## src/source/dcache_pkg.sv

```systemverilog
/*
 * data cache definitions: access sizes, cache and miss table
 * sizes, lru counters and miss table operations
 */
`default_nettype none

package dcache_pkg;

    localparam int CACHE_LINES = 8;
    localparam int MISS_LINES  = 4;
    localparam int LRU_BITS    = 4;
    localparam int WORD_BITS   = 32;

    typedef enum logic [1:0] {
        BYTE = 2'b00,
        HALF = 2'b01,
        WORD = 2'b10
    } mem_size_t;

    // mru line reaches CACHE_LINES, the victim sits at zero
    typedef logic [LRU_BITS-1:0] lru_t;
    typedef lru_t [CACHE_LINES-1:0] lru_set_t;

    typedef logic [WORD_BITS-1:0] word_t;

    typedef enum logic [1:0] {
        OP_LOAD_FETCH    = 2'b00,
        OP_STORE_FETCH   = 2'b01,
        OP_WRITE_THROUGH = 2'b10
    } miss_op_t;

endpackage

`default_nettype wire

```

## src/source/mem_bus_pkg.sv

```systemverilog
/*
 * memory bus definitions: address, block and tag types, bus commands,
 * and the geometry and latency of the tagged block memory
 */
`default_nettype none

package mem_bus_pkg;

    localparam int ADDR_BITS      = 16;
    localparam int BLOCK_BITS     = 64;
    localparam int TAG_BITS       = 4;
    // tag zero is reserved for a refused request
    localparam int TAG_COUNT      = 2 ** TAG_BITS - 1;
    localparam int MEM_LATENCY    = 4;
    localparam int MEM_BLOCKS     = 1024;
    localparam int MEM_INDEX_BITS = $clog2(MEM_BLOCKS);

    typedef logic [ADDR_BITS-1:0] byte_addr_t;
    // byte address without the 3 offset bits
    typedef logic [ADDR_BITS-4:0] block_addr_t;
    typedef logic [BLOCK_BITS-1:0] block_t;
    typedef logic [TAG_BITS-1:0] mem_tag_t;

    typedef enum logic [1:0] {
        BUS_NONE  = 2'b00,
        BUS_LOAD  = 2'b01,
        BUS_STORE = 2'b10
    } bus_command_t;

endpackage

`default_nettype wire
```

## src/source/mem_bus_if.sv

```systemverilog
/*
 * connections inside the cache subsystem: the tagged memory bus,
 * the line fill path and the miss table allocation port
 */
`timescale 1ns/1ns
`default_nettype none


interface fill_if;
    logic                       fill_valid;
    mem_bus_pkg::block_addr_t   fill_block_addr;
    mem_bus_pkg::block_t        fill_data;

    modport sender   (output fill_valid, fill_block_addr, fill_data);
    modport receiver (input  fill_valid, fill_block_addr, fill_data);
endinterface

interface alloc_if;
    logic                       alloc_valid;
    dcache_pkg::miss_op_t       alloc_op;
    mem_bus_pkg::block_addr_t   alloc_block_addr;
    mem_bus_pkg::block_t        alloc_data;
    logic                       alloc_pending;
    logic                       alloc_free;

    modport requester (
        output alloc_valid, alloc_op, alloc_block_addr, alloc_data,
        input  alloc_pending, alloc_free
    );
    modport owner (
        input  alloc_valid, alloc_op, alloc_block_addr, alloc_data,
        output alloc_pending, alloc_free
    );
endinterface

`default_nettype wire

```

## src/source/dcache_array.sv

```systemverilog
/*
 * fully associative write-through cache lines with lru ordering,
 * same-cycle load hits and store merging into the hit line
 */
`timescale 1ns/1ns
`default_nettype none

module dcache_array (
    input  wire                            clock,
    input  wire                            reset,
    input  wire                            load_valid,
    input  wire mem_bus_pkg::byte_addr_t   load_addr,
    input  wire dcache_pkg::mem_size_t     load_size,
    output logic                           load_done,
    output dcache_pkg::word_t              load_value,
    input  wire                            store_valid,
    input  wire mem_bus_pkg::byte_addr_t   store_addr,
    input  wire dcache_pkg::mem_size_t     store_size,
    input  wire dcache_pkg::word_t         store_value,
    output logic                           store_done,
    fill_if.receiver                       fill,
    alloc_if.requester                     alloc
);

    logic [dcache_pkg::CACHE_LINES-1:0]                             valid_q, valid_d;
    mem_bus_pkg::block_addr_t [dcache_pkg::CACHE_LINES-1:0]         addr_q, addr_d;
    mem_bus_pkg::block_t [dcache_pkg::CACHE_LINES-1:0]              data_q, data_d;
    dcache_pkg::lru_set_t                                           lru_q, lru_d;

    int                     victim;
    int                     load_line;
    int                     store_line;
    logic                   load_hit;
    logic                   store_hit;
    mem_bus_pkg::block_t    merged;

    // move one line to the top, lines above its old count age by one
    function automatic dcache_pkg::lru_set_t promote(dcache_pkg::lru_set_t lru, int line);
        dcache_pkg::lru_set_t aged;
        dcache_pkg::lru_t     old;
        aged       = lru;
        old        = lru[line];
        aged[line] = dcache_pkg::lru_t'(dcache_pkg::CACHE_LINES);
        for (int i = 0; i < dcache_pkg::CACHE_LINES; i++) begin
            if (aged[i] > old) begin
                aged[i] = aged[i] - 1'b1;
            end
        end
        return aged;
    endfunction

    ////////////////////////////////////////////////////////////
    // fill, lookup, merge
    ////////////////////////////////////////////////////////////

    always_comb begin
        valid_d = valid_q;
        addr_d  = addr_q;
        data_d  = data_q;
        lru_d   = lru_q;

        // fill goes to the lowest line with a zero counter
        victim = 0;
        for (int i = dcache_pkg::CACHE_LINES - 1; i >= 0; i--) begin
            if (lru_q[i] == '0) begin
                victim = i;
            end
        end
        if (fill.fill_valid) begin
            valid_d[victim] = 1'b1;
            addr_d[victim]  = fill.fill_block_addr;
            data_d[victim]  = fill.fill_data;
            lru_d           = promote(lru_d, victim);
        end

        // both ports look up against the post-fill lines
        load_hit   = 1'b0;
        load_line  = 0;
        store_hit  = 1'b0;
        store_line = 0;
        for (int i = 0; i < dcache_pkg::CACHE_LINES; i++) begin
            if (valid_d[i] && addr_d[i] == load_addr[15:3]) begin
                load_hit  = 1'b1;
                load_line = i;
            end
            if (valid_d[i] && addr_d[i] == store_addr[15:3]) begin
                store_hit  = 1'b1;
                store_line = i;
            end
        end

        // zero-extended field picked by the low address bits
        case (load_size)
            dcache_pkg::BYTE:
                load_value = {24'b0, data_d[load_line][{load_addr[2:0], 3'b000} +: 8]};
            dcache_pkg::HALF:
                load_value = {16'b0, data_d[load_line][{load_addr[2:1], 4'b0000} +: 16]};
            default:
                load_value = data_d[load_line][{load_addr[2], 5'b00000} +: 32];
        endcase
        load_done = load_valid && load_hit;
        if (load_done) begin
            lru_d = promote(lru_d, load_line);
        end

        merged = data_d[store_line];
        case (store_size)
            dcache_pkg::BYTE: merged[{store_addr[2:0], 3'b000} +: 8]   = store_value[7:0];
            dcache_pkg::HALF: merged[{store_addr[2:1], 4'b0000} +: 16] = store_value[15:0];
            default:          merged[{store_addr[2], 5'b00000} +: 32]  = store_value;
        endcase

        // store and load misses share the one allocation port, store first
        alloc.alloc_valid = 1'b0;
        alloc.alloc_op    = dcache_pkg::OP_LOAD_FETCH;
        store_done        = 1'b0;
        if (store_valid) begin
            if (store_hit) begin
                lru_d             = promote(lru_d, store_line);
                alloc.alloc_op    = dcache_pkg::OP_WRITE_THROUGH;
                alloc.alloc_valid = alloc.alloc_free;
                store_done        = alloc.alloc_free;
                if (alloc.alloc_free) begin
                    data_d[store_line] = merged;
                end
            end else begin
                alloc.alloc_op    = dcache_pkg::OP_STORE_FETCH;
                alloc.alloc_valid = !alloc.alloc_pending && alloc.alloc_free;
            end
        end else if (load_valid && !load_hit) begin
            alloc.alloc_valid = !alloc.alloc_pending && alloc.alloc_free;
        end
    end

    assign alloc.alloc_block_addr = store_valid ? store_addr[15:3] : load_addr[15:3];
    assign alloc.alloc_data       = merged;

    ////////////////////////////////////////////////////////////
    // line state
    ////////////////////////////////////////////////////////////

    always_ff @(posedge clock) begin
        if (reset) begin
            valid_q <= '0;
            lru_q   <= '0;
        end else begin
            valid_q <= valid_d;
            lru_q   <= lru_d;
        end
    end

    always_ff @(posedge clock) begin
        addr_q <= addr_d;
        data_q <= data_d;
    end

endmodule

`default_nettype wire

```

## src/flat_wrapper.sv

```systemverilog
// flat-port wrapper written by rule: the top's interface ports become plain ports
module dcache_array_flat 
  (clock, reset, load_valid, load_addr, load_size, load_done, load_value, store_valid, store_addr, store_size, store_value, store_done, fill_fill_valid, fill_fill_block_addr, fill_fill_data, alloc_alloc_valid, alloc_alloc_op, alloc_alloc_block_addr, alloc_alloc_data, alloc_alloc_pending, alloc_alloc_free);
  fill_if fill_i ();
  alloc_if alloc_i ();
  input  wire clock;
  input  wire reset;
  input  wire load_valid;
  input  wire mem_bus_pkg::byte_addr_t load_addr;
  input  wire dcache_pkg::mem_size_t load_size;
  output logic load_done;
  output dcache_pkg::word_t load_value;
  input  wire store_valid;
  input  wire mem_bus_pkg::byte_addr_t store_addr;
  input  wire dcache_pkg::mem_size_t store_size;
  input  wire dcache_pkg::word_t store_value;
  output logic store_done;
  input wire logic [$bits(fill_i.fill_valid)-1:0] fill_fill_valid;
  input wire logic [$bits(fill_i.fill_block_addr)-1:0] fill_fill_block_addr;
  input wire logic [$bits(fill_i.fill_data)-1:0] fill_fill_data;
  output wire logic [$bits(alloc_i.alloc_valid)-1:0] alloc_alloc_valid;
  output wire logic [$bits(alloc_i.alloc_op)-1:0] alloc_alloc_op;
  output wire logic [$bits(alloc_i.alloc_block_addr)-1:0] alloc_alloc_block_addr;
  output wire logic [$bits(alloc_i.alloc_data)-1:0] alloc_alloc_data;
  input wire logic [$bits(alloc_i.alloc_pending)-1:0] alloc_alloc_pending;
  input wire logic [$bits(alloc_i.alloc_free)-1:0] alloc_alloc_free;
  assign fill_i.fill_valid = fill_fill_valid;
  assign fill_i.fill_block_addr = fill_fill_block_addr;
  assign fill_i.fill_data = fill_fill_data;
  assign alloc_alloc_valid = alloc_i.alloc_valid;
  assign alloc_alloc_op = alloc_i.alloc_op;
  assign alloc_alloc_block_addr = alloc_i.alloc_block_addr;
  assign alloc_alloc_data = alloc_i.alloc_data;
  assign alloc_i.alloc_pending = alloc_alloc_pending;
  assign alloc_i.alloc_free = alloc_alloc_free;
  dcache_array u_core (.clock(clock), .reset(reset), .load_valid(load_valid), .load_addr(load_addr), .load_size(load_size), .load_done(load_done), .load_value(load_value), .store_valid(store_valid), .store_addr(store_addr), .store_size(store_size), .store_value(store_value), .store_done(store_done), .fill(fill_i), .alloc(alloc_i));
endmodule
```

## config.mk

```make
export PLATFORM = sky130hd
export DESIGN_NAME = dcache_array_flat
export DESIGN_NICKNAME = d
export VERILOG_FILES = /design/src/source/dcache_pkg.sv /design/src/source/mem_bus_pkg.sv /design/src/source/mem_bus_if.sv /design/src/source/dcache_array.sv /design/src/flat_wrapper.sv
export SDC_FILE = /design/constraint.sdc
export NUM_CORES = 2
export LEC_CHECK = 0
export BUFFER_PORTS_ARGS = -buffer_cell sky130_fd_sc_hd__buf_4
export CAP_MARGIN = 20
export CORE_MARGIN = 3
export CORE_UTILIZATION = 35
export CTS_BUF_LIST = sky130_fd_sc_hd__clkbuf_4
export CTS_CLUSTER_SIZE = 25
export DETAILED_ROUTE_END_ITERATION = 8
export GPL_ROUTABILITY_DRIVEN = 0
export PLACE_DENSITY = 0.51
export SETUP_SLACK_MARGIN = 0.1
export SLEW_MARGIN = 25
export SYNTH_ARGS = -nofsm -noshare
export SYNTH_HDL_FRONTEND = slang
export SYNTH_SLANG_ARGS = --single-unit
```

## constraint.sdc

```tcl
create_clock -name clock -period 11.45 [get_ports clock]
set_clock_uncertainty 0.05 [all_clocks]
set_input_delay 0.5725 -clock clock [delete_from_list [all_inputs] [get_ports clock]]
set_output_delay 0.5725 -clock clock [all_outputs]
set_load 0.01 [all_outputs]
```

# Word level (Yosys, flattened, before mapping)
# Cells that the tools add are included.
# Widths: inputs -> output; s select.
[totals]
output_inout_bits = 114
in_bits = 152
ff_bits = 656
elab_cells = 270
[op_classes]
eq_ne = 18
mux = 117
bitwise_logic = 10
magnitude_cmp = 30
reduce_logical = 34
shift = 9
add_sub_neg = 27
[op_table]
columns = ["operator", "n"]
rows = [
  ["$mux 512", 4],
  ["$bwmux 512", 2],
  ["$bmux 64 s3", 2],
  ["$demux 64 s3", 2],
  ["$mux 64", 6],
  ["$eq 13x13->1", 16],
  ["$bwmux 64", 3],
  ["$mux 4", 33],
  ["$mux 32", 4],
  ["$pmux 64 s2", 1],
  ["$bwmux 104", 1],
  ["$mux 104", 1],
  ["$gt 4x4->1", 24],
  ["$sub 4x1->4 const B", 24],
  ["$and 24x24->24", 3],
  ["$not 24->24", 3],
  ["$pmux 32 s2", 1],
  ["$shift 16x8->64 const A", 1],
  ["$shift 32x8->64 const A", 1],
  ["$shift 8x8->64 const A", 1],
  ["$shiftx 16x8->64", 1],
  ["$shiftx 32x8->64", 1],
  ["$shiftx 64x7->16", 1],
  ["$shiftx 64x7->32", 1],
  ["other kinds (20)", 108],
]

# Depth between registers and ports, before layout
[logic_depth]
depth_word = 40
ltp_mapped = 41
ltp_nobuf = 40

# Worst setup path after synthesis
# No wires, ideal clock.
[synth_path]
path_type = "register to register"
startpoint = "reg u_core.lru_q[9] (netlist name)"
endpoint = "reg u_core.lru_q[6] (netlist name)"
setup_time_ns = 0.065
n_path_buf = 6
arrival_time_ns = 8.283
period_less_slack_ns = 8.398
stages_incl_launch_ff = 39
required_ns = 11.335
setup_slack_ns = 3.052
cell_sequence = "dfxtp_1 nor4_2 nor4_1 buf_2 and3_1 buf_2 a2111oi_0 nor3b_1 a211oi_2 buf_2 buf_2 clkbuf_1 clkbuf_1 or3_1 o211ai_1 a31oi_1 o21ai_0 ha_1 [... 3 more ...] a21oi_1 a41oi_1 a21oi_1 o21ai_0 o21ai_0 a221o_1 a2111oi_1 ha_1 nor2b_1 o21ai_0 nand2b_1 a21oi_1 a41oi_1 nand2_1 a21oi_1 or2_2 o31a_1 nor2_1"
[synth_via]
elab_chain_cells = 35
word_cells_on_any_way = 163
cone_classes = "17 x add/sub; 23 x order compare; 16 x eq/ne; 76 x mux; 10 x bitwise; 21 x reduce/logical"
[synth_rtl]
columns = ["item", "line_no", "text"]
rows = [
  ["start: declaration", "dcache_array.sv:28", "dcache_pkg::lru_set_t lru_q, lru_d;"],
  ["start signal: assignment", "dcache_array.sv:148", "lru_q <= lru_d;"],
  ["$logic_not 4->1", "dcache_array.sv:65", "if (lru_q[i] == '0) begin"],
  ["$mux 3 (3 in a row)", "dcache_array.sv:65", ""],
  ["$lt 3x4->1 (not written as such) / $ge 3x1->1 (equally long branches)", "dcache_array.sv:43, dcache_array.sv:70, dcache_array.sv:71", ""],
  ["$logic_and 1x1->1 (not written as such)", "dcache_array.sv:43, dcache_array.sv:70, dcache_array.sv:71", ""],
  ["$mux 13 (not written as such)", "dcache_array.sv:71", "addr_d[victim] = fill.fill_block_addr;"],
  ["$demux 13 s3", "n/a", ""],
  ["$bwmux 104", "dcache_array.sv:71", ""],
  ["$mux 104", "dcache_array.sv:69", "if (fill.fill_valid) begin"],
  ["[... 16 more ...]", "n/a", ""],
  ["$mux 4", "dcache_array.sv:45", "if (aged[i] > old) begin"],
  ["$mux 32", "dcache_array.sv:102", "if (load_done) begin"],
  ["$bmux 4 s3", "dcache_array.sv:42", "old = lru[line];"],
  ["$mux 4 (not written as such) (2 in a row)", "dcache_array.sv:42", ""],
  ["$gt 4x4->1", "dcache_array.sv:45", ""],
  ["$mux 4", "dcache_array.sv:45", ""],
  ["$mux 32", "dcache_array.sv:118", "if (store_hit) begin"],
  ["$mux 32 *", "dcache_array.sv:117", "if (store_valid) begin"],
]
# Mark *: on every way between the ends. The rest lies on a longest branch, timed or not. The select of a mux whose other input is x is not followed.
# A chain may end at the register's enable or synchronous reset.

# Worst setup path in the final report
[layout_path]
startpoint = "reg u_core.lru_q[29] (netlist name)"
endpoint = "out load_value[5]"
[layout_via]
elab_chain_cells = 29
word_cells_on_any_way = 52
cone_classes = "2 x order compare; 7 x eq/ne; 3 x shift; 30 x mux; 1 x bitwise; 9 x reduce/logical"
[layout_rtl]
columns = ["item", "line_no", "text"]
rows = [
  ["$logic_not 4->1 *", "dcache_array.sv:65", ""],
  ["$mux 3 * (8 in a row)", "dcache_array.sv:65", ""],
  ["$lt 3x4->1 (not written as such) / $ge 3x1->1 (equally long branches)", "dcache_array.sv:70, dcache_array.sv:71, dcache_array.sv:72", ""],
  ["$logic_and 1x1->1 (not written as such)", "dcache_array.sv:70, dcache_array.sv:71, dcache_array.sv:72", ""],
  ["$mux 13 (not written as such)", "dcache_array.sv:71", ""],
  ["$demux 13 s3", "n/a", ""],
  ["$bwmux 104", "dcache_array.sv:71", ""],
  ["$mux 104", "dcache_array.sv:69", ""],
  ["$eq 13x13->1", "dcache_array.sv:82", "if (valid_d[i] && addr_d[i] == load_addr[15:3]) begin"],
  ["$logic_and 1x1->1", "dcache_array.sv:82", ""],
  ["$mux 1", "dcache_array.sv:82", ""],
  ["$mux 2 (2 in a row)", "dcache_array.sv:82", ""],
  ["$mux 3 (4 in a row)", "dcache_array.sv:82", ""],
  ["$bmux 64 s3 *", "dcache_array.sv:95, dcache_array.sv:97, dcache_array.sv:99", ""],
  ["$mux 64 (not written as such) * (2 in a row)", "dcache_array.sv:95, dcache_array.sv:97, dcache_array.sv:99", ""],
  ["$shiftx 64x7->32, or another cell as far along", "dcache_array.sv:99", "load_value = data_d[load_line][{load_addr[2], 5'b00000} +: 32];"],
  ["$pmux 32 s2 *", "dcache_array.sv:93", "case (load_size)"],
  ["end: declaration", "flat_wrapper.sv:12", "output dcache_pkg::word_t load_value;"],
]
# Marks and branches as above.

==> impl_results.md <==
- Worst path slowest cell: a211oi_2
- Synth Flop Type: dfxtp_1
- Minimum clock period: between 9000 and 10000 ps
- Worst VDD drop: 0.0001186 V
- Max-slew violation count: 0
- Clock Latency Late Sink: 1320 ps
- Distinct cell type count after synthesis: 114
- P&R area growth vs syn: 16.27%
- Initial antenna violation count: 45
- CP required: 10830 ps
- Met3 usage: 16.15%
- Chip height: 382.5 um
- Least-Margin Pin Slew: about 1300 ps
- Cell count after synthesis: between 7000 and 8000
- CTS tree: done
- DRT antenna net count: 0
- Pwr Density: 277.9 nW/um^2
- Syn nets: 7345
- CTS buffer count: 193
- # fillers: 14668
- Setup-failing EPs final: 0
- I/O pins: 266
- Starting Density: 35.43%
- Die Width: 382.5 um
- DRT Pass-1 Iters: 9
- Largest net degree at the start of global routing: 90
- Number of port buffers: between 200 and 300
- Drt via density: 6.718
- Max incr delay on CP: 1040 ps
- Outcome: finished, final reports clean
- DR WL/cell: 34.39 um
- Dpl cells: between 8000 and 9000
- Post-Syn Area: 49610 sq um
- Critical Path End Type: output port
- Clock transition at the registers of the reported paths: 60 ps
- Clk buf depth: 3
- H-tree depth: 4
- DRC: 0
- Leakage: 24.23 nW
- #FFs+latches synth: between 600 and 700
- GRT met2 Usage: 57.37%
- Total Nets Final: 7548
- Initial DRC count: roughly 11000
- M1 GR Usage: 50.14%
- Worst path top cell family by delay: compound AO/OA/AOI/OAI gates
- Async SR Flop Fraction: 0%
- Core Area: 140000 sq um
- Root Buffer: clkbuf_4
- Max Fclk: 100.8 MHz
- Final hold vios: 0
- Cell mode on critical path: buf_4
- Yosys warnings: 0
- Unrepaired setup endpoints after global routing: no
- Bufs and invs on worst path: 5
- Row cnt: 137
- Fin cells: between 9000 and 10000
- Slew HR: 13.02%
- Share of cells above drive strength 1: 13.21%
- Die area: around 150000 sq um
- Worst setup SP type: register
- TNS Setup: 0 ps
- WP data arrival: 9300 ps
- Mean Syn Cell Area: 7.021 sq um
- CP Max Fanout: 32
- Min Hold Slack: 134.2 ps
- Critical path class: register to output port
- Vias: 62548
- Number of global-route vias before repair: ~56000
- Max Cap Viol: 0
- Final period utilization: between 80% and 90%
- Drt total wl: 320200 um
- GRT overflow: 0
- Post-DP HPWL: 211500 um
- Grt peak-use layer: met2
- Clock sink count: 656
- First-pass GRT wire length: 437200 um
- Sequential area share after synthesis: 26.47%
- GR Util All Layers: 41.58%
- Tot Pwr: 16.03 mW
- Hold Crit Class: input port to register
- Post-synth EDFFs: 0
- Cells along the critical path: or4_1, a211oi_2, and3_1, a2111oi_0, nor3b_1, a211o_4, buf_4, buf_4, o211ai_1, buf_4, buf_4, o22ai_1, nor3_1, a211oi_2, a221oi_1, buf_4
[where the power goes]
group,total (mW),internal [mW],leakage (nW),switching [mW]
Clock,2.40,1.19,1.42,1.21
Combinational,9.74,3.46,17.4,6.27
Sequential,3.90,3.23,5.44,0.666
[timing repair]
item	in CTS	in global routing
setup buffers	0	0
hold endpoints to repair	635	0
hold buffers	156	0
gates resized for setup	0	0
[final cells by class]
type | instances | area [sq um] | share of cell area, %
timing repair buffer | 611 | 5101 | 8.843
multi-input combinational | 5582 | 33750 | 58.52
inverter | 225 | 844.6 | 1.464
antenna | 30 | 75.07 | 0.1301
sequential | 656 | 13130 | 22.77
clock buffer | 274 | 2057 | 3.566
tap | 1876 | 2347 | 4.069
clock inverter | 57 | 371.6 | 0.6442
[synthesized netlist by cell type, drive strengths merged (29+ instances only)]
master	instances	area, sq um
nor4	47	382.9
a221o	35	350.3
o31ai	29	231.5
a21oi	720	3656
o21ai	425	2146
nand2b	70	437.9
dfxtp	656	13130
xor2	62	543.0
xnor2	141	1235
clkbuf	428	1608
nor2	705	2649
and3	90	563.0
buf	175	800.8
o211ai	68	510.5
a221oi	78	887.1
o22ai	100	625.6
nand3	168	845.8
nand4	66	425.4
inv	220	825.8
nor3	145	758.2
or3	86	538.0
nor2b	47	294.0
o22a	34	297.8
mux2i	240	2419
nand2	1177	4431
o221ai	69	604.3
a211oi	224	1737
a22oi	39	322.8
a31oi	53	362.9
ha	127	1589
and2	133	832.1
[worst register-to-register path: cells and delay by family, from the launching register on]
kind / cells / cell delay, ps
compound gates: 14 / 3160
flops: 1 / 350
buf+inv: 1 / 580
xor+xnor: 1 / 110
fa+ha+maj: 2 / 760
mux: 1 / 470
simple gates: 13 / 4220
[final timing paths]
| path | startpoint | slack (ps) | end | cells after the start |
|---|---|---|---|---|
| worst max register to register | u_core.lru_q[29] | 1670 | u_core.lru_q[26] | 32 |
| worst max-delay path | u_core.lru_q[29] | 1520 | load_value[5] | 16 |
| worst min register to register | u_core.valid_q[6] | 430 | u_core.valid_q[6] | 2 |
| worst min-delay path | store_addr[1] | 130 | u_core.data_q[62] | 6 |
[metrics by stage]
stage	util [%]	setup slack [ps]	instance area [sq um]
after floorplan	-	3052	49610
after global placement	38.21	2047	53510
after detailed placement	38.22	1982	53520
after CTS	41.07	1918	57510
after global routing	41.16	1287	57650
final	41.19	1524	57680
[per-layer routing]
layer  wire (um)  up-vias  share of wire [%]
li1            -    25882                  -
met1      113400    29124                 35
met2      124900     5791                 39
met3       48920     1729                 15
met4       32810       22                 10
met5         154        -              0.048
[cell families (layout without fill, tap and decap cells)]
kind of cell	after synthesis	in the layout	share of synthesized area (%)
simple gates	2839	2839	26.22
compound gates	2145	2145	28.46
buf+inv	828	1167	6.557
flops	656	656	26.47
mux	268	268	5.510
xor+xnor	203	203	3.584
fa+ha+maj	127	127	3.203
other cells	0	30	0
[sequential cells by signal, indices dropped and copies added (netlist names)]
signal / count
u_core.addr_q: 104
u_core.data_q: 512
u_core.lru_q: 32
u_core.valid_q: 8
[cells in the final DEF, fill, tap and decap left out, types with 127 or more instances in the layout]
cell type and instances:
nor3_1 136, nand2_1 1167, dfxtp_1 656, and2_1 131, a21oi_1 707, buf_4 444, ha_1 127, clkbuf_4 275
inv_1 217, dlygate4sd3_1 156, o21ai_0 402, nand3_1 165, xnor2_1 141, mux2i_1 235, nor2_1 687, a211oi_1 210
(Power assumes the default switching activity.)
