**src/source/dcache_pkg.sv**
```systemverilog
/*
 * data cache definitions: access sizes, cache and miss table
 * sizes, lru counters and miss table operations
 */
`default_nettype none

package dcache_pkg;

    localparam int CACHE_LINES = 8;
    localparam int MISS_LINES  = 4;
    localparam int LRU_BITS    = 4;
    localparam int WORD_BITS   = 32;

    typedef enum logic [1:0] {
        BYTE = 2'b00,
        HALF = 2'b01,
        WORD = 2'b10
    } mem_size_t;

    // mru line reaches CACHE_LINES, the victim sits at zero
    typedef logic [LRU_BITS-1:0] lru_t;
    typedef lru_t [CACHE_LINES-1:0] lru_set_t;

    typedef logic [WORD_BITS-1:0] word_t;

    typedef enum logic [1:0] {
        OP_LOAD_FETCH    = 2'b00,
        OP_STORE_FETCH   = 2'b01,
        OP_WRITE_THROUGH = 2'b10
    } miss_op_t;

endpackage

`default_nettype wire

```
**src/source/mem_bus_pkg.sv**
```systemverilog
/*
 * memory bus definitions: address, block and tag types, bus commands,
 * and the geometry and latency of the tagged block memory
 */
`default_nettype none

package mem_bus_pkg;

    localparam int ADDR_BITS      = 16;
    localparam int BLOCK_BITS     = 64;
    localparam int TAG_BITS       = 4;
    // tag zero is reserved for a refused request
    localparam int TAG_COUNT      = 2 ** TAG_BITS - 1;
    localparam int MEM_LATENCY    = 4;
    localparam int MEM_BLOCKS     = 1024;
    localparam int MEM_INDEX_BITS = $clog2(MEM_BLOCKS);

    typedef logic [ADDR_BITS-1:0] byte_addr_t;
    // byte address without the 3 offset bits
    typedef logic [ADDR_BITS-4:0] block_addr_t;
    typedef logic [BLOCK_BITS-1:0] block_t;
    typedef logic [TAG_BITS-1:0] mem_tag_t;

    typedef enum logic [1:0] {
        BUS_NONE  = 2'b00,
        BUS_LOAD  = 2'b01,
        BUS_STORE = 2'b10
    } bus_command_t;

endpackage

`default_nettype wire
```
**src/source/mem_bus_if.sv**
```systemverilog
/*
 * connections inside the cache subsystem: the tagged memory bus,
 * the line fill path and the miss table allocation port
 */
`timescale 1ns/1ns
`default_nettype none

interface mem_bus_if;
    logic                       request_valid;
    mem_bus_pkg::bus_command_t  command;
    mem_bus_pkg::byte_addr_t    address;
    mem_bus_pkg::block_t        write_data;
    // nonzero tag when accepted, same cycle as the request
    mem_bus_pkg::mem_tag_t      response;
    logic                       response_valid;
    mem_bus_pkg::mem_tag_t      response_tag;
    mem_bus_pkg::block_t        response_data;

    modport requester (
        output request_valid, command, address, write_data,
        input  response, response_valid, response_tag, response_data
    );
    modport responder (
        input  request_valid, command, address, write_data,
        output response, response_valid, response_tag, response_data
    );
endinterface

interface fill_if;
    logic                       fill_valid;
    mem_bus_pkg::block_addr_t   fill_block_addr;
    mem_bus_pkg::block_t        fill_data;

    modport sender   (output fill_valid, fill_block_addr, fill_data);
    modport receiver (input  fill_valid, fill_block_addr, fill_data);
endinterface

interface alloc_if;
    logic                       alloc_valid;
    dcache_pkg::miss_op_t       alloc_op;
    mem_bus_pkg::block_addr_t   alloc_block_addr;
    mem_bus_pkg::block_t        alloc_data;
    logic                       alloc_pending;
    logic                       alloc_free;

    modport requester (
        output alloc_valid, alloc_op, alloc_block_addr, alloc_data,
        input  alloc_pending, alloc_free
    );
    modport owner (
        input  alloc_valid, alloc_op, alloc_block_addr, alloc_data,
        output alloc_pending, alloc_free
    );
endinterface

`default_nettype wire

```
**src/source/miss_table.sv**
```systemverilog
/*
 * miss table: outstanding fetches and write-throughs, issued one per
 * cycle to the tagged memory and retired on a matching response tag
 */
`timescale 1ns/1ns
`default_nettype none

module miss_table (
    input  wire         clock,
    input  wire         reset,
    alloc_if.owner      alloc,
    fill_if.sender      fill,
    mem_bus_if.requester bus
);

    logic [dcache_pkg::MISS_LINES-1:0]                          valid_q;
    logic [dcache_pkg::MISS_LINES-1:0]                          sent_q;
    mem_bus_pkg::mem_tag_t [dcache_pkg::MISS_LINES-1:0]         tag_q;
    mem_bus_pkg::block_addr_t [dcache_pkg::MISS_LINES-1:0]      addr_q;
    mem_bus_pkg::block_t [dcache_pkg::MISS_LINES-1:0]           data_q;
    dcache_pkg::miss_op_t [dcache_pkg::MISS_LINES-1:0]          op_q;

    logic   retire_hit;
    int     retire_idx;
    logic   issue_hit;
    int     issue_idx;
    logic   accepted;
    int     free_idx;

    always_comb begin
        retire_hit = 1'b0;
        retire_idx = 0;
        issue_hit  = 1'b0;
        issue_idx  = 0;
        alloc.alloc_free    = 1'b0;
        alloc.alloc_pending = 1'b0;
        free_idx   = 0;
        for (int i = 0; i < dcache_pkg::MISS_LINES; i++) begin
            if (bus.response_valid && valid_q[i] && sent_q[i]
                    && tag_q[i] == bus.response_tag) begin
                retire_hit = 1'b1;
                retire_idx = i;
            end
            // lowest unsent entry goes out first
            if (!issue_hit && valid_q[i] && !sent_q[i]) begin
                issue_hit = 1'b1;
                issue_idx = i;
            end
            if (!alloc.alloc_free && !valid_q[i]) begin
                alloc.alloc_free = 1'b1;
                free_idx         = i;
            end
            if (valid_q[i] && addr_q[i] == alloc.alloc_block_addr) begin
                alloc.alloc_pending = 1'b1;
            end
        end
    end

    // fetch responses go straight into the cache lines
    assign fill.fill_valid      = retire_hit && op_q[retire_idx] != dcache_pkg::OP_WRITE_THROUGH;
    assign fill.fill_block_addr = addr_q[retire_idx];
    assign fill.fill_data       = bus.response_data;

    assign bus.request_valid = issue_hit;
    assign bus.address       = {addr_q[issue_idx], 3'b000};
    assign bus.write_data    = data_q[issue_idx];
    assign accepted          = issue_hit && bus.response != '0;

    always_comb begin
        if (!issue_hit) begin
            bus.command = mem_bus_pkg::BUS_NONE;
        end else if (op_q[issue_idx] == dcache_pkg::OP_WRITE_THROUGH) begin
            bus.command = mem_bus_pkg::BUS_STORE;
        end else begin
            bus.command = mem_bus_pkg::BUS_LOAD;
        end
    end

    ////////////////////////////////////////////////////////////
    // entry state
    ////////////////////////////////////////////////////////////

    always_ff @(posedge clock) begin
        if (reset) begin
            valid_q <= '0;
            sent_q  <= '0;
        end else begin
            if (retire_hit) begin
                valid_q[retire_idx] <= 1'b0;
            end
            if (accepted) begin
                sent_q[issue_idx] <= 1'b1;
            end
            // a free slot is never the retiring or the issuing one
            if (alloc.alloc_valid && alloc.alloc_free) begin
                valid_q[free_idx] <= 1'b1;
                sent_q[free_idx]  <= 1'b0;
            end
        end
    end

    always_ff @(posedge clock) begin
        if (accepted) begin
            tag_q[issue_idx] <= bus.response;
        end
        if (alloc.alloc_valid && alloc.alloc_free) begin
            addr_q[free_idx] <= alloc.alloc_block_addr;
            data_q[free_idx] <= alloc.alloc_data;
            op_q[free_idx]   <= alloc.alloc_op;
        end
    end

endmodule

`default_nettype wire

```
**src/flat_wrapper.sv**
```systemverilog
// flat-port wrapper written by rule: the top's interface ports become plain ports
module miss_table_flat 
  (clock, reset, alloc_alloc_valid, alloc_alloc_op, alloc_alloc_block_addr, alloc_alloc_data, alloc_alloc_pending, alloc_alloc_free, fill_fill_valid, fill_fill_block_addr, fill_fill_data, bus_request_valid, bus_command, bus_address, bus_write_data, bus_response, bus_response_valid, bus_response_tag, bus_response_data);
  alloc_if alloc_i ();
  fill_if fill_i ();
  mem_bus_if bus_i ();
  input  wire clock;
  input  wire reset;
  input wire logic [$bits(alloc_i.alloc_valid)-1:0] alloc_alloc_valid;
  input wire logic [$bits(alloc_i.alloc_op)-1:0] alloc_alloc_op;
  input wire logic [$bits(alloc_i.alloc_block_addr)-1:0] alloc_alloc_block_addr;
  input wire logic [$bits(alloc_i.alloc_data)-1:0] alloc_alloc_data;
  output wire logic [$bits(alloc_i.alloc_pending)-1:0] alloc_alloc_pending;
  output wire logic [$bits(alloc_i.alloc_free)-1:0] alloc_alloc_free;
  output wire logic [$bits(fill_i.fill_valid)-1:0] fill_fill_valid;
  output wire logic [$bits(fill_i.fill_block_addr)-1:0] fill_fill_block_addr;
  output wire logic [$bits(fill_i.fill_data)-1:0] fill_fill_data;
  output wire logic [$bits(bus_i.request_valid)-1:0] bus_request_valid;
  output wire logic [$bits(bus_i.command)-1:0] bus_command;
  output wire logic [$bits(bus_i.address)-1:0] bus_address;
  output wire logic [$bits(bus_i.write_data)-1:0] bus_write_data;
  input wire logic [$bits(bus_i.response)-1:0] bus_response;
  input wire logic [$bits(bus_i.response_valid)-1:0] bus_response_valid;
  input wire logic [$bits(bus_i.response_tag)-1:0] bus_response_tag;
  input wire logic [$bits(bus_i.response_data)-1:0] bus_response_data;
  assign alloc_i.alloc_valid = alloc_alloc_valid;
  assign alloc_i.alloc_op = alloc_alloc_op;
  assign alloc_i.alloc_block_addr = alloc_alloc_block_addr;
  assign alloc_i.alloc_data = alloc_alloc_data;
  assign alloc_alloc_pending = alloc_i.alloc_pending;
  assign alloc_alloc_free = alloc_i.alloc_free;
  assign fill_fill_valid = fill_i.fill_valid;
  assign fill_fill_block_addr = fill_i.fill_block_addr;
  assign fill_fill_data = fill_i.fill_data;
  assign bus_request_valid = bus_i.request_valid;
  assign bus_command = bus_i.command;
  assign bus_address = bus_i.address;
  assign bus_write_data = bus_i.write_data;
  assign bus_i.response = bus_response;
  assign bus_i.response_valid = bus_response_valid;
  assign bus_i.response_tag = bus_response_tag;
  assign bus_i.response_data = bus_response_data;
  miss_table u_core (.clock(clock), .reset(reset), .alloc(alloc_i), .fill(fill_i), .bus(bus_i));
endmodule
```
**config.mk**
```make
export PLATFORM = sky130hd
export DESIGN_NAME = miss_table_flat
export DESIGN_NICKNAME = d
export VERILOG_FILES = /design/src/source/dcache_pkg.sv /design/src/source/mem_bus_pkg.sv /design/src/source/mem_bus_if.sv /design/src/source/miss_table.sv /design/src/flat_wrapper.sv
export SDC_FILE = /design/constraint.sdc
export NUM_CORES = 1
export LEC_CHECK = 0
export BUFFER_PORTS_ARGS = -buffer_cell sky130_fd_sc_hd__buf_2
export CAP_MARGIN = 20
export CORE_MARGIN = 8
export CORE_UTILIZATION = 58
export CTS_BUF_LIST = sky130_fd_sc_hd__clkbuf_16
export CTS_CLUSTER_DIAMETER = 120
export DETAILED_ROUTE_END_ITERATION = 12
export GPL_TIMING_DRIVEN = 0
export HOLD_SLACK_MARGIN = 0.05
export PLACE_DENSITY = 0.85
export SLEW_MARGIN = 20
export SYNTH_ARGS = -nofsm -noshare
export SYNTH_HDL_FRONTEND = slang
export SYNTH_SLANG_ARGS = --single-unit
```
**constraint.sdc**
```tcl
create_clock -name clock -period 11.7 [get_ports clock]
set_clock_uncertainty 0.2 [all_clocks]
set_input_delay 0.585 -clock clock [delete_from_list [all_inputs] [get_ports clock]]
set_output_delay 0.585 -clock clock [all_outputs]
set_load 0.01 [all_outputs]
```
# == After elaboration in Yosys (flattened, before gate mapping) ==
# Index checks and enable logic that the tools add are counted.
# word_totals
ff_bits,340
out_inout_bits,163
word_cells,151
in_bits,155
# classes
muxes,66
reduce_logical,45
n_lt_le_gt_ge,6
n_bitwise,6
eq_ne,10
# ops
cell,count
bitwise mux 256 bit,1
two-way mux 64 bit,3
binary-select mux 64 bit (select 2 bit),1
demux 64 bit (select 2 bit),1
two-way mux 13 bit,5
binary-select mux 13 bit (select 2 bit),2
bitwise mux 52 bit,1
equality test 13 bit,4
logical AND 1 bit,32
two-way mux 4 bit,7
demux 13 bit (select 2 bit),1
two-way mux 2 bit,13
two-way mux 1 bit,22
bitwise mux 16 bit,1
equality test 4 bit,4
logical NOT 1 bit,12
< comparator 2 x 3 -> 1 bit (second input constant),3
AND 4 bit,2
binary-select mux 2 bit (select 2 bit),2
bitwise mux 8 bit,1
demux 4 bit (select 2 bit),1
inverter 4 bit,2
bitwise OR 4 bit,2
demux 1 bit (select 2 bit),3
5 further kinds,7

# == Longest topological paths before layout ==
# Gate-level depths: netlist (run 1).
# logic_depth
word_depth,24
mapped_depth,9
depth_no_buf,5

# == Worst setup path before layout (run 1) ==
# OpenSTA, ideal clock, no wires.
# synth_timing
path_kind,in2reg
startpoint,input alloc_alloc_valid
endpoint,"register u_core.addr_q[39] (netlist name), enable pin"
setup_time_ps,635
t_arrival_ps,6584
cell_stages,2
t_required_ps,10865
n_path_buf,0
setup_slack_ps,4281
path_cell_list,nand3_1 > nor3b_1
# synth_between
elab_chain_cells,1
# synth_lines
item,line,rtl
start: declaration,flat_wrapper.sv:9,input wire logic [$bits(alloc_i.alloc_valid)-1:0] alloc_alloc_valid;
logical AND 1 bit,miss_table.sv:106,if (alloc.alloc_valid && alloc.alloc_free) begin
end signal: indexed assignment,miss_table.sv:107,addr_q[free_idx] <= alloc.alloc_block_addr;
end: declaration,miss_table.sv:19,mem_bus_pkg::block_addr_t [dcache_pkg::MISS_LINES-1:0] addr_q;
# Every way passes these cells.
# A chain may end at the register's enable or synchronous reset.

# == Final worst setup path (run 1) ==
# layout_timing
startpoint,register u_core.valid_q[0] (netlist name)
endpoint,output bus_address[5]
# layout_between
elab_chain_cells,17
elab_cells_between_ends,19
classes_between,mux (9); reduce/logical (10)
# layout_lines
item,line,rtl
start: declaration,miss_table.sv:16,logic [dcache_pkg::MISS_LINES-1:0] valid_q;
start signal: assignment,miss_table.sv:85,valid_q <= '0;
start signal: indexed assignment,miss_table.sv:89,valid_q[retire_idx] <= 1'b0;
start signal: indexed assignment,miss_table.sv:96,valid_q[free_idx] <= 1'b1;
logical AND 1 bit *,miss_table.sv:45,if (!issue_hit && valid_q[i] && !sent_q[i]) begin
two-way mux 1 bit *,miss_table.sv:45,
logical NOT 1 bit,miss_table.sv:45,
logical AND 1 bit (2 in series),miss_table.sv:45,
two-way mux 1 bit,miss_table.sv:45,
logical NOT 1 bit,miss_table.sv:45,
logical AND 1 bit (2 in series),miss_table.sv:45,
two-way mux 1 bit,miss_table.sv:45,
logical NOT 1 bit,miss_table.sv:45,
logical AND 1 bit (2 in series),miss_table.sv:45,
two-way mux 2 bit *,miss_table.sv:45,
binary-select mux 13 bit (select 2 bit) *,miss_table.sv:65,"assign bus.address = {addr_q[issue_idx], 3'b000};"
two-way mux 13 bit (implied by the code) * (2 in series),miss_table.sv:65,
end: declaration,flat_wrapper.sv:20,output wire logic [$bits(bus_i.address)-1:0] bus_address;
# Every way passes the cells marked *; elsewhere a longest branch is shown, timed or not. The select of a mux whose other input is x is not followed.

==> summary.md, run 1 <==
| Metric | Value |
|---|---|
| Status | finished, final reports clean |
| Register area share after synthesis | between 70% and 80% |
| Synth cell count leaders | edfxtp_1 (332), nand2_1 (156), a222oi_1 (77) |
| Placed cell count | between 1,000 and 1,500 |
| IO Pins | roughly 320 |
| Count of pins over their slew limit | 0 |
| Chip width | between 150 and 200 µm |
| Slowest library cell on the worst path | nor2_1 |
| Core area | roughly 23,000 µm² |
| Hold Worst Slack | 0.0963 ns |
| Power Total | between 2 and 3 mW |
| Post-synth top area cell | edfxtp_1 |
| Sum Neg Setup Slack | 0 ns |
| Drt wl/cell | 22.6 µm |
| Skew-Pair Late Insertion Delay | 0.49 ns |
| Layout net count | 1,363 |
| Drt pass-1 iters | 9 |
| Clock slew at reported path FFs | about 0.060 ns |
| Critical setup path kind | flop to output pin |
| Final instance area | 16,900 µm² |
| Crit path time final | 4.32 ns |
| Worst Hold Path Cells | 1 |
| Via Count | 9,062 |
| Vias per cell | roughly 5.8 |
| DP Area | 15,800 µm² |
| Cells along the critical path | clkbuf_1, nor2b_1, buf_2, nor2_1, clkbuf_1, buf_1, a222oi_1, nand2_1, buf_2 |
| Syn-to-layout area delta | 22.5% |
| Mapped Cells | 898 |
| Postcts setup bufs | 0 |
| CTS HTree Levels | 2 |
| Largest stage delay, worst path | about 0.60 ns |
| Number of flops mapped to enable cells by yosys | approximately 330 |
| Sink Count | 340 |
| TritonCTS clock tree | done |
| Most frequent cell after synthesis | edfxtp_1 |
| ANT nets after route | 0 |
| Top-area cell type share of the netlist area | 72.4% |
| Die area | 28,900 µm² |
| DP Worst Slack | 7.95 ns |
| Post-Layout Cell Count | 1,553 |
| Crit Path Max Fanout | 10 |
| PD cells | 157 nW/µm² |
| RD Place Congestion | 0.875 |
| Hold buffer count at CTS | 0 |
| Setup WS post-layout | 7.38 ns |
| Worst setup EP type | output pin |
| Largest net degree at the start of global routing | 40 |
| Leakage power | about 6.6 nW |
| Unrepaired setup endpoints after global routing | no |
| Crit start category | flop |
| Fraction of layout cells with a size suffix above 1 | about a third |
| Die height | about 170 µm |
| Vias in the first global route | just over 9,000 |
| Root Buffer | clkbuf_16 |
| Starting Density | 58.8% |
| Detailed placement HPWL | about 25 mm |
| Worst-Margin Slew | just over 0.9 ns |
| Fmax | ~230 MHz |
| Hold Path Class | primary input to flop |
| CP required | 10.92 ns |
| Max VDD drop | 0.000151 V |
| 1st-iter DRT viols | about 1,100 |
| CP arrival | 3.53 ns |
| Max transition margin | a little under two fifths |
| # DRC | 0 |
| Fin crit share | 36.9% |
| Top_reg_cell synth | edfxtp_1 |
| Unique masters post-synth | 43 |
| Resized cells post-CTS | 0 |
| GRT Total Usage | 23.3% |
| Synth top area cells | edfxtp_1 (72%), a222oi_1 (5.6%), nand2_1 (4.3%) |
| Initial antenna violation count | 6 |
| Register bit total from synthesis | 340 |
| First-pass GRT wire length | 51.9 mm |
| Setup violations, final | 0 |
| Grt ovf | 0 |
| Yosys warning count | 0 |
| Endpoints failing hold | 0 |
| Total wire length | 35.1 mm |
| # Max-Cap Violations | 0 |
| Final Core Density | 72.1% |
| # port buffers | 249 |
| Clk buf depth | 3 |
| CTS buffer count | 35 |
| Num rows | between 50 and 60 |
| R2r worst-path depth | 7 |
| Mapped Avg Cell Area | 15.3 µm² |
| Post-synth design cell area | between 10,000 and 15,000 µm² |
| Post-synth ARST share | 0% |
## layer usage
layer	wire length, µm	global-route usage, %	vias up	share of wire (%)
met5	23	0	-	0.066
met4	908	8.81	4	2.6
met3	3820	6.77	76	11
met2	17800	40.5	542	51
met1	12500	26.9	4390	36
li1	-	-	4050	-
## flip-flops by register name (all words and copies together), names as in the netlist
register        flops
u_core.op_q         8
u_core.data_q     256
u_core.addr_q      52
u_core.tag_q       16
u_core.valid_q      4
u_core.sent_q       4
## final cells by class
class	instances	area (µm²)
Sequential cell	340	10100
Clock inverter	24	181
Clock buffer	35	876
Multi-Input combinational cell	440	2930
Tap cell	319	399
Antenna cell	4	10.0
Buffer	115	729
Timing Repair Buffer	271	1610
Fill cell	1531	6530
Inverter	5	18.8
## cell usage in the layout (no fill, tap or decap), types with 7 or more instances in the layout
| cell | Yosys | routed |
|---|---|---|
| nand4_1 | 18 | 18 |
| a222oi_1 | 77 | 77 |
| nor4_1 | 7 | 7 |
| buf_16 | 0 | 8 |
| clkbuf_1 | 30 | 30 |
| a221o_1 | 12 | 12 |
| and3_1 | 11 | 11 |
| nand3_1 | 8 | 8 |
| edfxtp_1 | 332 | 332 |
| nor3_1 | 11 | 11 |
| buf_2 | 12 | 261 |
| buf_4 | 67 | 77 |
| xor2_1 | 23 | 23 |
| nor2_1 | 20 | 19 |
| dfxtp_1 | 8 | 8 |
| xnor2_1 | 45 | 45 |
| inv_1 | 5 | 13 |
| nor2b_1 | 8 | 7 |
| mux2_2 | 7 | 7 |
| nand2_1 | 156 | 156 |
| clkbuf_16 | 0 | 35 |
## where the power goes
part | internal [mW] | switching, mW
combinational | 0.0924 | 0.136
clock | 0.607 | 0.421
sequential | 1.38 | 0.0129
## worst paths after layout
path                                 from                      endpoint  slack (ns)
max          u_core.valid_q[0]$_SDFF_PP0_                bus_address[5]        7.38
min                  alloc_alloc_data[43]   u_core.data_q[43]$_DFFE_PP_         0.1
max reg2reg  u_core.valid_q[0]$_SDFF_PP0_  u_core.data_q[233]$_DFFE_PP_        9.03
min reg2reg   u_core.sent_q[2]$_SDFF_PP0_   u_core.sent_q[2]$_SDFF_PP0_        0.33
## cells by family after synthesis
logic type	Yosys count	share of synthesized area (%)
AO/OA/AOI/OAI	102	7.09
XOR/XNOR	68	4.32
multiplexers	13	1.12
flip-flops	340	73.6
other	1	0.0272
buffers and inverters	120	5.43
AND/OR/NAND/NOR	254	8.46
## critical path, delay by kind of cell, from the launching register on
| kind | cells | cell delay [ns] |
|---|---|---|
| buffers and inverters | 5 | 1.61 |
| DFF | 1 | 0.31 |
| and+or+nand+nor | 3 | 0.94 |
| AOI/OAI and AO/OA | 1 | 0.17 |
(Power assumes the default switching activity.)
==> run 2: changes to the inputs <==
--- a/config.mk
+++ b/config.mk
@@ -8,13 +8,13 @@
 export BUFFER_PORTS_ARGS = -buffer_cell sky130_fd_sc_hd__buf_2
 export CAP_MARGIN = 20
 export CORE_MARGIN = 8
-export CORE_UTILIZATION = 58
+export CORE_UTILIZATION = 54
 export CTS_BUF_LIST = sky130_fd_sc_hd__clkbuf_16
 export CTS_CLUSTER_DIAMETER = 120
 export DETAILED_ROUTE_END_ITERATION = 12
 export GPL_TIMING_DRIVEN = 0
 export HOLD_SLACK_MARGIN = 0.05
-export PLACE_DENSITY = 0.85
+export PLACE_DENSITY = 0.8
 export SLEW_MARGIN = 20
 export SYNTH_ARGS = -nofsm -noshare
 export SYNTH_HDL_FRONTEND = slang
==> constraint.sdc (replaced) <==
create_clock -name clock -period 4.2 [get_ports clock]
set_clock_uncertainty 0.2 [all_clocks]
set_input_delay 0.21 -clock clock [delete_from_list [all_inputs] [get_ports clock]]
set_output_delay 0.21 -clock clock [all_outputs]
set_load 0.01 [all_outputs]
==> summary.md, run 2 (synthesis gave the netlist of run 1 again) <==
| Metric | Value |
|---|---|
| Status | finished, final reports clean |
| Crit path time final | 4.03 ns |
| Sink Count | 340 |
| Sequential cell area | a little over 10,000 µm² |
| Vias in the first global route | 9,772 |
| Max transition margin | 34.4% |
| CP arrival | 3.62 ns |
| Fin crit share | 96.0% |
| GRT Total Usage | a little under a quarter |
| Layout net count | 1,443 |
| Num rows | between 50 and 60 |
| Endpoints failing hold | 0 |
| Placed cell count | roughly 1,500 |
| Crit start category | flop |
| TritonCTS clock tree | done |
| Via Count | 9,371 |
| Fmax | 248 MHz |
| Wire length on met2 | 19.0 mm |
| Root Buffer | clkbuf_16 |
| Largest net degree at the start of global routing | 33 |
| IO Pins | roughly 320 |
| ANT nets after route | 0 |
| Regs by FF count | u_core.data_q x256, u_core.addr_q x52, u_core.tag_q x16 |
| Power Total | 7.55 mW |
| PD cells | 426 nW/µm² |
| Clk buf depth | 3 |
| Clock slew at reported path FFs | 0.06 ns |
| Postcts setup bufs | 0 |
| Sum Neg Setup Slack | 0 ns |
| Initial antenna violation count | 6 |
| First-pass GRT wire length | 56.5 mm |
| Die height | around 180 µm |
| Grt ovf | 0 |
| Largest register FFs | 256 |
| Hold buffer count at CTS | 86 |
| Highest routed layer | met4 |
| Detailed placement HPWL | 24.7 mm |
| Worst Hold Path Cells | 5 |
| Worst-Margin Slew | 0.976 ns |
| Skew-Pair Late Insertion Delay | 0.50 ns |
| Starting Density | between 50% and 60% |
| # DRC | 0 |
| CTS buffer count | 35 |
| CTS HTree Levels | 2 |
| Resized cells post-CTS | 0 |
| Core area | 25,100 µm² |
| M1 wire length | roughly 14 mm |
| Reg with most FFs | u_core.data_q |
| Die area | ~31,000 µm² |
| Max VDD drop | 0.000399 V |
| Hold Path Class | primary input to flop |
| Post-Layout Cell Count | 1,650 |
| Multi-input logic area | 2930 µm² |
| RD Place Congestion | 0.906 |
| Leakage power | 6.92 nW |
| # port buffers | 249 |
| Critical setup path kind | flop to output pin |
| Worst setup EP type | output pin |
| 1st-iter DRT viols | approximately 1,200 |
| Crit Path Max Fanout | 10 |
| Commonest non-fill, non-tap cells in the layout | edfxtp_1 (332), buf_2 (261), nand2_1 (156) |
| Drt wl/cell | 22.7 µm |
| Fraction of layout cells with a size suffix above 1 | 31.7% |
| Most common cell after layout, fill and taps aside | edfxtp_1 |
| WL met3 | 3.66 mm |
| Setup violations, final | 0 |
| Drt pass-1 iters | 8 |
| Count of pins over their slew limit | 0 |
| Unrepaired setup endpoints after global routing | no |
| Chip width | roughly 180 µm |
| Syn-to-layout area delta | 28.8% |
| Hold Worst Slack | 0.159 ns |
| Layout fillers | 1,600 |
| R2r worst-path depth | 7 |
| # Max-Cap Violations | 0 |
| Total wire length | 37.5 mm |
| Vias per cell | around 5.7 |
| Final Core Density | 70.7% |
| CP required | 3.79 ns |
## run 2: cell count changes in the layout (fill, tap and decap cells not counted), moves of 2 or more
cell	change
buf_8	+4
diode_2	+2
buf_16	-7
buf_12	+6
dlygate4sd3_1	+86
buf_4	-10
## run 2: final cells by class
type	instances	share of cell area, %
sequential	340	57.1
multi-input combinational	440	16.5
timing repair buffer	351	13.5
clock buffer	36	5.08
buffer	115	4.11
tap	330	2.33
clock inverter	27	1.21
inverter	5	0.106
antenna	6	0.0846
## run 2: metrics by stage
stage                     cell area [µm²]  worst slack, ns
final                               17700            0.169
after global routing                17700           0.0258
after CTS                           17700            0.209
after detailed placement            15800            0.738
after global placement              15500           -0.996
after floorplan                     13800            0.714
## run 2: final timing paths
path,from,end,slack [ns]
setup / recovery,u_core.valid_q[0]$_SDFF_PP0_,bus_address[5],0.17
hold / removal,bus_response_valid,u_core.valid_q[2]$_SDFF_PP0_,0.16
setup reg to reg,u_core.tag_q[10]$_DFFE_PP_,u_core.valid_q[0]$_SDFF_PP0_,1.25
hold reg to reg,u_core.sent_q[0]$_SDFF_PP0_,u_core.sent_q[0]$_SDFF_PP0_,0.33
## run 2: metal layers
metal,global-route usage [%],up-vias
met1,28.0,4527
met4,7.49,0
met3,5.60,69
met5,0,-
li1,-,4223
met2,41.0,552
## run 2: power breakdown
part	switching (mW)	leakage, nW	internal [mW]
sequential	0.0367	3.11	3.83
combinational	0.397	3.23	0.303
clock	1.24	0.581	1.75
## run 2: critical path, stage by stage (launching register included)
cell and delay, ns:
dfxtp_1 0.30, clkbuf_1 0.22, nor2b_1 0.20, buf_2 0.16, nor2_1 0.68, clkbuf_1 0.56
buf_1 0.54, a222oi_1 0.14, nand2_1 0.14, buf_2 0.16
==> run 3: changes to the inputs <==
--- a/config.mk
+++ b/config.mk
@@ -5,7 +5,7 @@
 export SDC_FILE = /design/constraint.sdc
 export NUM_CORES = 1
 export LEC_CHECK = 0
-export BUFFER_PORTS_ARGS = -buffer_cell sky130_fd_sc_hd__buf_2
+export BUFFER_PORTS_ARGS = -buffer_cell sky130_fd_sc_hd__buf_4
 export CAP_MARGIN = 20
 export CORE_MARGIN = 8
 export CORE_UTILIZATION = 54
==> summary.md, run 3 (synthesis gave the netlist of run 1 again) <==
| Metric | Value |
|---|---|
| PD cells | just over 400 nW/µm² |
| R2r worst-path depth | 7 |
| Layout net count | 1,444 |
| Drt wl/cell | 23.0 µm |
| Most common cell after layout, fill and taps aside | edfxtp_1 |
| Wire length on met2 | ~19 mm |
| Worst setup EP type | output pin |
| Die height | between 150 and 200 µm |
| CTS buffer count | 35 |
| Vias in the first global route | ~9,700 |
| Critical setup path kind | flop to output pin |
| Clk buf depth | 3 |
| RD Place Congestion | 0.907 |
| Highest routed layer | met4 |
| Max transition margin | 41.8% |
| Fin crit share | 91.5% |
| Crit start category | flop |
| Die area | 30,900 µm² |
| Resized cells post-CTS | 0 |
| M1 wire length | 14.1 mm |
| Clock slew at reported path FFs | 0.05 ns |
| Total wire length | 37.8 mm |
| First-pass GRT wire length | 56.8 mm |
| WL met3 | about 3.6 mm |
| Chip width | 176 µm |
| Crit Path Max Fanout | 10 |
| Largest register FFs | 256 |
| Postcts setup bufs | 0 |
| Skew-Pair Late Insertion Delay | 0.50 ns |
| Fmax | 260 MHz |
| Regs by FF count | u_core.data_q x256, u_core.addr_q x52, u_core.tag_q x16 |
| IO Pins | 318 |
| FF-to-FF Start | u_core.tag_q[10]$_DFFE_PP_ |
| CP required | 3.79 ns |
| Root Buffer | clkbuf_16 |
| Layout fillers | 1,570 |
| # DRC | 0 |
| Core area | 25,100 µm² |
| Max VDD drop | between 0.0004 and 0.0005 V |
| Drt pass-1 iters | 7 |
| Crit path time final | 3.84 ns |
| Worst Hold Path Cells | 5 |
| Final instance area | 18,400 µm² |
| Initial antenna violation count | 2 |
| DP Area | about 16,000 µm² |
| Reg with most FFs | u_core.data_q |
| Post-Layout Cell Count | approximately 1,600 |
| Status | finished, final reports clean |
| Reg2Reg Setup Slack | 1.32 ns |
| CP arrival | 3.43 ns |
| Placed cell count | 1,496 |
| Starting Density | 54.8% |
| Grt ovf | 0 |
| # port buffers | between 200 and 250 |
| Num rows | 58 |
| ANT nets after route | 0 |
| GRT Total Usage | 23.7% |
| Via Count | 9,373 |
| Setup violations, final | 0 |
| Hold EP | u_core.valid_q[2]$_SDFF_PP0_ |
| Leakage power | 7.14 nW |
| Unrepaired setup endpoints after global routing | no |
| Endpoints failing hold | 0 |
| Sink Count | 340 |
| Syn-to-layout area delta | 33.6% |
| Vias per cell | 5.70 |
| 1st-iter DRT viols | 1,133 |
| Count of pins over their slew limit | 0 |
| Min-delay src | bus_response_valid |
| TritonCTS clock tree | done |
| Fraction of layout cells with a size suffix above 1 | 31.7% |
| Hold Path Class | primary input to flop |
| # Max-Cap Violations | 0 |
| Largest net degree at the start of global routing | 40 |
| Commonest non-fill, non-tap cells in the layout | edfxtp_1 (332), buf_4 (316), nand2_1 (156) |
| Worst-Margin Slew | 0.866 ns |
| CTS HTree Levels | 2 |
| Capture point of the worst reg-to-reg path | u_core.valid_q[0]$_SDFF_PP0_ |
| Detailed placement HPWL | approximately 25 mm |
==> run 3: routing by layer <==
layer | global-route usage, % | up-vias
li1 | - | 4213
met4 | 7.17 | 0
met2 | 40.9 | 540
met5 | 0 | -
met3 | 6.21 | 65
met1 | 28.7 | 4555
==> run 3: worst max-delay path: stages, from the launching register on <==
cell	delay, ns
dfxtp_1	0.30
clkbuf_1	0.23
nor2b_1	0.20
buf_2	0.17
nor2_1	0.57
clkbuf_1	0.51
buf_1	0.52
a222oi_1	0.14
nand2_1	0.14
buf_4	0.14
==> run 3: layout make-up <==
cell class / instances / area (µm²) / area share, %
timing repair buffer: 352 / 3090 / 16.8
antenna: 2 / 5.00 / 0.0272
tap: 330 / 413 / 2.24
clock inverter: 25 / 175 / 0.952
clock buffer: 36 / 901 / 4.90
multi-input combinational: 440 / 2930 / 15.9
buffer: 115 / 729 / 3.97
inverter: 5 / 18.8 / 0.102
sequential: 340 / 10100 / 55.1
==> run 3: where the power goes <==
part | leakage, nW | switching (mW) | internal, mW | total [mW]
registers | 3.11 | 0.0362 | 3.83 | 3.87
logic | 3.47 | 0.409 | 0.395 | 0.804
clock network | 0.555 | 1.22 | 1.68 | 2.90
==> run 3: how the worst max path moves through the flow <==
stage,from,end,slack [ns],cells past startpoint
finish,u_core.valid_q[0]$_SDFF_PP0_,bus_address[5],0.36,9
global route,u_core.valid_q[0]$_SDFF_PP0_,bus_address[5],0.12,9
CTS,u_core.valid_q[0]$_SDFF_PP0_,bus_write_data[47],0.24,9
detailed placement,u_core.valid_q[0]$_SDFF_PP0_,bus_write_data[47],0.78,9
global placement,u_core.valid_q[0]$_SDFF_PP0_,u_core.data_q[166]$_DFFE_PP_,-0.92,3
floorplan,u_core.valid_q[0]$_SDFF_PP0_,u_core.addr_q[39]$_DFFE_PP_,0.71,3
==> run 3: metrics by stage <==
stage                     setup TNS, ns  power (mW)  utilization, %  hold WS [ns]  setup slack [ns]
after floorplan                       0        4.25               -         0.109             0.714
after global routing                  0        7.80            73.3         0.227             0.115
after detailed placement              0        4.67            65.5         0.213             0.776
after global placement          -227.86        4.64            64.0         0.209            -0.923
after CTS                             0        7.61            73.2         0.112             0.243
final                                 0        7.57            73.3         0.135             0.357
==> run 3: timing repair <==
| item | CTS | global route |
|---|---|---|
| endpoints found under the hold margin | 357 | 0 |
| endpoints found under the setup margin | 0 | 0 |
| hold buffers | 86 | 0 |
